### config.mk
export PLATFORM = sky130hd
export DESIGN_NAME = fv_bank_ctrl
export DESIGN_NICKNAME = d
export VERILOG_FILES = /design/src/fv_bank_pkg.sv /design/src/fv_bank_cfg.sv /design/src/fv_bank_ctrl.sv /design/src/fv_bank_out.sv /design/src/fv_bank_seq.sv
export VERILOG_INCLUDE_DIRS = /design/src
export SDC_FILE = /design/constraint.sdc
export NUM_CORES = 1
export LEC_CHECK = 0
export BUFFER_PORTS_ARGS = -buffer_cell sky130_fd_sc_hd__buf_4
export CAP_MARGIN = 15
export CORE_AREA = 2 2 143 145
export DETAILED_ROUTE_END_ITERATION = 7
export DIE_AREA = 0 0 145 147
export SKIP_LAST_GASP = 1
export SLEW_MARGIN = 20
export SYNTH_ARGS = -nofsm -noshare
export SYNTH_HDL_FRONTEND = slang
export SYNTH_HIERARCHICAL = 1
export SYNTH_SLANG_ARGS = --single-unit
### constraint.sdc
create_clock -name clk -period 3.1 [get_ports clk]
set_input_delay 0.155 -clock clk [delete_from_list [all_inputs] [get_ports clk]]
set_output_delay 0.155 -clock clk [all_outputs]
set_load 0.1 [all_outputs]
### src/fv_bank_macros.svh
// widths and counts of the feature-value bank and its address fields
`ifndef FV_BANK_MACROS_SVH
`define FV_BANK_MACROS_SVH

// one SRAM line holds two features
`define FV_BANDWIDTH        64
`define MAX_FV_NUM          16
`define LINE_BITS           3

// replay iterations and node slots streamed per iteration
`define MAX_REPLAY_ITER     4
`define ITER_BITS           2
`define NODE_PER_ITER_BANK  4
`define NODE_BITS           2

// node ids and edge PEs
`define MAX_NODE_ID         64
`define NODE_ID_BITS        6
`define NUM_EDGE_PE         4
`define PE_TAG_BITS         2

// iter + node slot + line, or node block + line
`define FV_MEM_ADDR_BITS    7
`define UPDATE_ITER_BITS    4

// feature count 0..16 needs one extra bit
`define FV_NUM_BITS         5

`endif

### src/fv_bank_pkg.sv
// bank types: address views and union, SRAM and request packets, output beats, read tag, states
`include "fv_bank_macros.svh"

package fv_bank_pkg;

    // stream view: iteration, node slot, line
    typedef struct packed {
        logic [`ITER_BITS-1:0] iter;
        logic [`NODE_BITS-1:0] node;
        logic [`LINE_BITS-1:0] line;
    } stream_addr_t;

    // node view: upper node id bits select an 8-line block
    typedef struct packed {
        logic [`NODE_ID_BITS-3:0] blk;
        logic [`LINE_BITS-1:0]    line;
    } node_addr_t;

    typedef union packed {
        stream_addr_t strm;
        node_addr_t   node;
    } fv_addr_u;

    // cen and wen active low
    typedef struct packed {
        logic                     cen;
        logic                     wen;
        fv_addr_u                 addr;
        logic [`FV_BANDWIDTH-1:0] wdata;
    } sram_req_t;

    // rd_wr high means write-back
    typedef struct packed {
        logic                     valid;
        logic                     rd_wr;
        logic                     wr_eos;
        logic [`NODE_ID_BITS-1:0] node_id;
        logic [`PE_TAG_BITS-1:0]  pe_tag;
        logic [`FV_BANDWIDTH-1:0] data;
    } bank_req_t;

    typedef struct packed {
        logic                           sos;
        logic                           eos;
        logic [`NODE_BITS+`LINE_BITS-1:0] a;
        logic [`FV_BANDWIDTH-1:0]       fv_data;
    } small_fv_beat_t;

    typedef struct packed {
        logic                     valid;
        logic                     sos;
        logic                     eos;
        logic [`PE_TAG_BITS-1:0]  pe_tag;
        logic [`FV_BANDWIDTH-1:0] fv_data;
    } edge_beat_t;

    // travels with each read until its data returns
    typedef struct packed {
        logic                           to_small;
        logic                           to_edge;
        logic                           sos;
        logic                           eos;
        logic [`NODE_BITS+`LINE_BITS-1:0] a;
        logic [`PE_TAG_BITS-1:0]        pe_tag;
    } rd_info_t;

    typedef enum logic [1:0] {
        idle       = 2'd0,
        stream     = 2'd1,
        write_back = 2'd2,
        edge_read  = 2'd3
    } bank_state_t;

endpackage

### src/fv_bank_cfg.sv
// replay iteration, line count, node id and PE tag registers with iteration-change flag
`timescale 1ns/1ps
`include "fv_bank_macros.svh"

module fv_bank_cfg (
    input  logic                     clk,
    input  logic                     reset,
    input  logic                     load_stream,
    input  logic                     load_req,
    input  logic [`ITER_BITS-1:0]    replay_iter,
    input  logic [`FV_NUM_BITS-1:0]  fv_num,
    input  logic [`NODE_ID_BITS-1:0] req_node_id,
    input  logic [`PE_TAG_BITS-1:0]  req_pe_tag,
    output logic [`ITER_BITS-1:0]    iter,
    output logic                     iter_change,
    output logic [`LINE_BITS-1:0]    last_line,
    output logic [`NODE_ID_BITS-1:0] node_id,
    output logic [`PE_TAG_BITS-1:0]  pe_tag
);
    logic [`FV_NUM_BITS-1:0] fv_num_m1;
    logic [`LINE_BITS-1:0]   last_line_in;
    logic [`LINE_BITS-1:0]   last_line_q;
    logic                    load_any;

    // ceil(fv_num/2) - 1 equals (fv_num - 1) >> 1
    // valid for fv_num 1..16
    assign fv_num_m1    = fv_num - `FV_NUM_BITS'd1;
    assign last_line_in = fv_num_m1[`LINE_BITS:1];

    assign load_any = load_stream | load_req;

    // new iteration on the input while idle starts a stream
    assign iter_change = (replay_iter != iter);

    // bypass so the first read already sees the new count
    // matters for one-line frames
    assign last_line = load_any ? last_line_in : last_line_q;

    // latched iteration, cleared to 0
    always_ff @(posedge clk) begin
        if (reset) begin
            iter <= '0;
        end else if (load_stream) begin
            iter <= replay_iter;
        end
    end

    // line count for either service
    always_ff @(posedge clk) begin
        if (load_any) begin
            last_line_q <= last_line_in;
        end
    end

    // node id held for the whole read or write-back
    // request bus may change after acceptance
    always_ff @(posedge clk) begin
        if (load_req) begin
            node_id <= req_node_id;
            pe_tag  <= req_pe_tag;
        end
    end

endmodule

### src/fv_bank_ctrl.sv
// top level of the feature-value bank controller: config regs, sequencer, output pipeline
`timescale 1ns/1ps
`include "fv_bank_macros.svh"

module fv_bank_ctrl (
    input  logic                         clk,
    input  logic                         reset,
    input  logic [`ITER_BITS-1:0]        replay_iter,
    input  logic [`UPDATE_ITER_BITS-1:0] update_iter,
    input  logic                         stream_begin,
    input  logic [`FV_NUM_BITS-1:0]      fv_num,
    input  fv_bank_pkg::bank_req_t       req,
    input  logic [`FV_BANDWIDTH-1:0]     sram_rdata,
    output fv_bank_pkg::sram_req_t       sram_req,
    output fv_bank_pkg::small_fv_beat_t  small_beat,
    output fv_bank_pkg::edge_beat_t      edge_beat,
    output logic                         available
);
    logic                     load_stream;
    logic                     load_req;
    logic [`ITER_BITS-1:0]    iter;
    logic                     iter_change;
    logic [`LINE_BITS-1:0]    last_line;
    logic [`NODE_ID_BITS-1:0] node_id;
    logic [`PE_TAG_BITS-1:0]  pe_tag;
    fv_bank_pkg::rd_info_t    rd_tag;

    // latched frame settings
    fv_bank_cfg cfg_i (
        .clk         (clk),
        .reset       (reset),
        .load_stream (load_stream),
        .load_req    (load_req),
        .replay_iter (replay_iter),
        .fv_num      (fv_num),
        .req_node_id (req.node_id),
        .req_pe_tag  (req.pe_tag),
        .iter        (iter),
        .iter_change (iter_change),
        .last_line   (last_line),
        .node_id     (node_id),
        .pe_tag      (pe_tag)
    );

    // mode FSM and SRAM access
    fv_bank_seq seq_i (
        .clk          (clk),
        .reset        (reset),
        .update_iter  (update_iter),
        .stream_begin (stream_begin),
        .req          (req),
        .iter_change  (iter_change),
        .iter         (iter),
        .last_line    (last_line),
        .node_id      (node_id),
        .pe_tag       (pe_tag),
        .replay_iter  (replay_iter),
        .load_stream  (load_stream),
        .load_req     (load_req),
        .sram_req     (sram_req),
        .rd_tag       (rd_tag),
        .available    (available)
    );

    // read data to beats, two edges after the request
    fv_bank_out out_i (
        .clk        (clk),
        .reset      (reset),
        .rd_tag     (rd_tag),
        .sram_rdata (sram_rdata),
        .small_beat (small_beat),
        .edge_beat  (edge_beat)
    );

endmodule

### src/fv_bank_out.sv
// two-stage beat pipeline from SRAM read data to small-bank and edge-PE beats
`timescale 1ns/1ps
`include "fv_bank_macros.svh"

module fv_bank_out (
    input  logic                        clk,
    input  logic                        reset,
    input  fv_bank_pkg::rd_info_t       rd_tag,
    input  logic [`FV_BANDWIDTH-1:0]    sram_rdata,
    output fv_bank_pkg::small_fv_beat_t small_beat,
    output fv_bank_pkg::edge_beat_t     edge_beat
);
    // tag of the read whose data is on sram_rdata now
    fv_bank_pkg::rd_info_t tag_q;

    logic small_hit;
    logic edge_hit;

    assign small_hit = tag_q.to_small;
    assign edge_hit  = tag_q.to_edge;

    // stage 1
    // SRAM answers one cycle after the request
    always_ff @(posedge clk) begin
        if (reset) begin
            tag_q <= '0;
        end else begin
            tag_q <= rd_tag;
        end
    end

    // stage 2
    // strobes cleared on reset, data only loads on its own beats
    always_ff @(posedge clk) begin
        if (reset) begin
            small_beat.sos  <= 1'b0;
            small_beat.eos  <= 1'b0;
            edge_beat.valid <= 1'b0;
            edge_beat.sos   <= 1'b0;
            edge_beat.eos   <= 1'b0;
        end else begin
            small_beat.sos  <= small_hit & tag_q.sos;
            small_beat.eos  <= small_hit & tag_q.eos;
            edge_beat.valid <= edge_hit;
            edge_beat.sos   <= edge_hit & tag_q.sos;
            edge_beat.eos   <= edge_hit & tag_q.eos;
        end

        // small bank write address follows the stream slot and line
        if (small_hit) begin
            small_beat.a       <= tag_q.a;
            small_beat.fv_data <= sram_rdata;
        end

        // edge data keeps its PE tag
        if (edge_hit) begin
            edge_beat.pe_tag  <= tag_q.pe_tag;
            edge_beat.fv_data <= sram_rdata;
        end
    end

endmodule

### src/fv_bank_seq.sv
// mode FSM, line and node-slot counters, SRAM request and read tag generation
`timescale 1ns/1ps
`include "fv_bank_macros.svh"

module fv_bank_seq (
    input  logic                         clk,
    input  logic                         reset,
    input  logic [`UPDATE_ITER_BITS-1:0] update_iter,
    input  logic                         stream_begin,
    input  fv_bank_pkg::bank_req_t       req,
    input  logic                         iter_change,
    input  logic [`ITER_BITS-1:0]        iter,
    input  logic [`LINE_BITS-1:0]        last_line,
    input  logic [`NODE_ID_BITS-1:0]     node_id,
    input  logic [`PE_TAG_BITS-1:0]      pe_tag,
    input  logic [`ITER_BITS-1:0]        replay_iter,
    output logic                         load_stream,
    output logic                         load_req,
    output fv_bank_pkg::sram_req_t       sram_req,
    output fv_bank_pkg::rd_info_t        rd_tag,
    output logic                         available
);
    fv_bank_pkg::bank_state_t state;
    fv_bank_pkg::bank_state_t state_nx;

    // counters point at the next access, both 0 in idle
    logic [`LINE_BITS-1:0] line_cnt;
    logic [`LINE_BITS-1:0] line_cnt_nx;
    logic [`NODE_BITS-1:0] node_cnt;
    logic [`NODE_BITS-1:0] node_cnt_nx;

    logic                      in_idle;
    logic                      req_go;
    logic                      stream_rd;
    logic                      edge_rd;
    logic                      wb_wr;
    logic                      last_line_hit;
    logic                      last_node_hit;
    logic [`ITER_BITS-1:0]     iter_sel;
    logic [`NODE_ID_BITS-1:0]  node_sel;
    logic [`PE_TAG_BITS-1:0]   pe_tag_sel;

    assign in_idle   = (state == fv_bank_pkg::idle);
    assign available = in_idle;

    // odd update iteration streams, even one serves requests
    assign load_stream = in_idle & update_iter[0] & (stream_begin | iter_change);
    assign req_go      = in_idle & ~update_iter[0] & req.valid;
    assign load_req    = req_go;

    assign stream_rd = load_stream | (state == fv_bank_pkg::stream);
    assign edge_rd   = (req_go & ~req.rd_wr) | (state == fv_bank_pkg::edge_read);
    assign wb_wr     = (req_go & req.rd_wr) | (state == fv_bank_pkg::write_back);

    assign last_line_hit = (line_cnt == last_line);
    assign last_node_hit = (node_cnt == `NODE_BITS'(`NODE_PER_ITER_BANK - 1));

    // first access takes fields straight off the inputs
    // later ones use the latched copies
    assign iter_sel   = in_idle ? replay_iter : iter;
    assign node_sel   = in_idle ? req.node_id : node_id;
    assign pe_tag_sel = in_idle ? req.pe_tag : pe_tag;

    always_comb begin
        state_nx     = state;
        line_cnt_nx  = line_cnt;
        node_cnt_nx  = node_cnt;
        sram_req     = '0;
        sram_req.cen = 1'b1;
        sram_req.wen = 1'b1;
        rd_tag       = '0;

        if (stream_rd) begin
            sram_req.cen            = 1'b0;
            sram_req.addr.strm.iter = iter_sel;
            sram_req.addr.strm.node = node_cnt;
            sram_req.addr.strm.line = line_cnt;
            rd_tag.to_small = 1'b1;
            rd_tag.sos      = in_idle;
            rd_tag.eos      = last_line_hit & last_node_hit;
            rd_tag.a        = {node_cnt, line_cnt};
            // contiguous walk, slot by slot
            if (last_line_hit) begin
                line_cnt_nx = '0;
                node_cnt_nx = node_cnt + 1'b1;
            end else begin
                line_cnt_nx = line_cnt + 1'b1;
            end
            if (last_line_hit && last_node_hit) begin
                state_nx    = fv_bank_pkg::idle;
                node_cnt_nx = '0;
            end else begin
                state_nx = fv_bank_pkg::stream;
            end
        end else if (edge_rd) begin
            sram_req.cen            = 1'b0;
            sram_req.addr.node.blk  = node_sel[`NODE_ID_BITS-1:2];
            sram_req.addr.node.line = line_cnt;
            rd_tag.to_edge = 1'b1;
            rd_tag.sos     = in_idle;
            rd_tag.eos     = last_line_hit;
            rd_tag.pe_tag  = pe_tag_sel;
            if (last_line_hit) begin
                state_nx    = fv_bank_pkg::idle;
                line_cnt_nx = '0;
            end else begin
                state_nx    = fv_bank_pkg::edge_read;
                line_cnt_nx = line_cnt + 1'b1;
            end
        end else if (wb_wr) begin
            // one beat per cycle, wr_eos closes the frame
            sram_req.cen            = 1'b0;
            sram_req.wen            = 1'b0;
            sram_req.addr.node.blk  = node_sel[`NODE_ID_BITS-1:2];
            sram_req.addr.node.line = line_cnt;
            sram_req.wdata          = req.data;
            if (req.wr_eos) begin
                state_nx    = fv_bank_pkg::idle;
                line_cnt_nx = '0;
            end else begin
                state_nx    = fv_bank_pkg::write_back;
                line_cnt_nx = line_cnt + 1'b1;
            end
        end
    end

    always_ff @(posedge clk) begin
        if (reset) begin
            state    <= fv_bank_pkg::idle;
            line_cnt <= '0;
            node_cnt <= '0;
        end else begin
            state    <= state_nx;
            line_cnt <= line_cnt_nx;
            node_cnt <= node_cnt_nx;
        end
    end

endmodule

==> metrics.md <==
| Metric | Value |
|---|---|
| Post-place setup slack | `0.4182 ns` |
| Sequential Area | `4797 sq um` |
| Tcrit/Tclk final | `88.24%` |
| Initial antenna violation count | `4` |
| Pwr Density | `593.2 nW/um^2` |
| Initial DRC Count | `182` |
| Status | `completed` |
| Die footprint | `21320 sq um` |
| CTS Buf Count | `17` |
| Pins Over Slew Limit | `0` |
| Layout cell share with drive strength beyond 1 | `50.97%` |
| Critical Path RT | `3.44 ns` |
| Worst hold path type | `in -> reg` |
| Count of final hold-check violations | `0` |
| Placer Congestion | `0.9466` |
| Routed WL | `20630 um` |
| Drt pass-1 iters | `5` |
| Num rows | `52` |
| Clock sinks | `169` |
| DR WL/cell | `18.77 um` |
| Die H | `147 um` |
| Placed Area | `9151 sq um` |
| CTS max path bufs | `2` |
| Clock slew at the register clock pins of the worst setup and hold paths | `0.07 ns` |
| DRT antenna net count | `0` |
| Mean Syn Cell Area | `16.57 sq um` |
| Syn_nets | `526` |
| GRT Total Usage | `18.98%` |
| Synthesis-to-layout area growth | `70.39%` |
| Final setup vio count | `0` |
| Commonest non-fill, non-tap cell in the layout | `buf_4` |
| Dpl hpwl | `16180 um` |
| Crit path time final | `2.735 ns` |
| DRC violations left | `0` |
| Netlist Area Pre-Place | `6132 sq um` |
| Core area | `19840 sq um` |
| Worst-Skew Late Latency | `0.42 ns` |
| Final Hold Slack | `0.02011 ns` |
| Clock root buffer | `clkbuf_16` |
| Synth warnings | `6` |
| IO Pins | `367` |
| Global-route wire length before repair | `29700 um` |
| Port bufs | `360` |
| RSZ-0062 raised after global routing | `no` |
| WHS Path Cells | `3` |
| Critical path fanouts, max | `7` |
| Chip width | `145 um` |
| Worst Tran Pin Value | `0.9534 ns` |
| Area of the multi-input gates | `1197 sq um` |
| Routed vias/inst | `4.346` |
| Cells after Synth | `370` |
| Fill cell count | `1672` |
| Post-cts repair resize count | `0` |
| Slew Limit Headroom | `36.44%` |
| Nature of the critical path endpoint | `flip-flop` |
| Max cap viols | `0` |
| Post-route cell area | `10450 sq um` |
| Lkg Pwr | `4.466 nW` |
| Final non-filler cell total | `1099` |
| # Post-CTS Setup Buffers | `0` |
| Commonest non-fill, non-tap cells in the layout | `366 x buf_4, 141 x edfxtp_1, 71 x dlygate4sd3_1, 70 x and2_1, 26 x dfxtp_1` |
| H-tree Lvls | `4` |
| Clock skew | `0.01087 ns` |
| Largest net degree at the start of global routing | `72` |
| CTS tree | `built` |
| Peak VDD IR | `0.2783 mV` |
| Worst setup slack after layout | `0.3645 ns` |
| TNS Setup | `0 ns` |
| Congestion Overflow GR | `0` |
| Arrival time worst endpoint | `3.08 ns` |
| Final nets | `969` |
| Vias | `4776` |
| FMAX | `365.6 MHz` |
| Placed Cells | `993` |
| CP Launch Type | `primary input` |
| Starting density of the core | `30.90%` |
| Number of global-route vias before repair | `5004` |
| Critical setup path kind | `in -> reg` |
| R2R cell count | `10` |
critical path: stages:
cell	delay (ns)
dlygate4sd3_1	0.54
buf_4	0.14
xnor2_1	0.13
nand2_1	0.08
o21ai_0	0.23
nor2_1	0.17
or2_2	0.35
a21oi_1	0.24
xnor2_1	0.20
nand3_1	0.26
or4_1	0.45
a21oi_1	0.13
flip-flops by register name, indices dropped and copies added (netlist names), 3 cells and up:
register and flops:
out_i/small_beat 71, out_i/edge_beat 69, out_i/tag_q 9, cfg_i/node_id 4, cfg_i/last_line_q 3, seq_i/line_cnt 3
final timing paths:
kind,start,to,slack (ns)
setup / recovery,replay_iter[1],seq_i/node_cnt[0]$_SDFFE_PP0P_,0.36
hold / removal,replay_iter[0],cfg_i/iter[0]$_SDFFE_PP0P_,0.02
setup reg to reg,cfg_i/iter[0]$_SDFFE_PP0P_,seq_i/node_cnt[0]$_SDFFE_PP0P_,0.41
hold reg to reg,out_i/tag_q[0]$_SDFF_PP0_,out_i/edge_beat[64]$_DFFE_PP_,0.41
power breakdown:
group          switching (W)  internal [W]  total [W]
clock               0.000947       0.00107    0.00202
sequential         0.0000416       0.00259    0.00263
combinational        0.00114      0.000410    0.00155
total                0.00213       0.00407    0.00620
stage by stage:
stage / power [W] / util (%)
detailed placement: 0.004162 / 46.12
floorplan: 0.003743 / -
global route: 0.006404 / 52.64
global placement: 0.004145 / 46.12
finish: 0.006199 / 52.65
CTS: 0.006256 / 52.62
per-layer routing:
layer  GRT usage [%]  wire, um  up-vias  share of wire [%]
met4           8.119       652        2                3.2
li1                -         -     2243                  -
met3           6.366      1735       22                8.4
met5               0         7        -              0.034
met1           16.95      6390     2248                 31
met2           38.24     11840      261                 57
cell type report:
class                           count  area share [%]
Clock buffer                       17           4.071
Tap cell                          270           3.233
Timing Repair Buffer              438           33.29
Sequential cell                   169           45.91
Multi-Input combinational cell    176           11.46
Inverter                           11          0.4910
Clock inverter                     15           1.473
Antenna cell                        3         0.07185
repair_timing:
action / in CTS / in global routing
endpoints found under the hold margin: 135 / 0
hold buffers: 71 / 0
setup endpoints to repair: 0 / 0
Note: power is estimated with default switching activity, not from simulation.
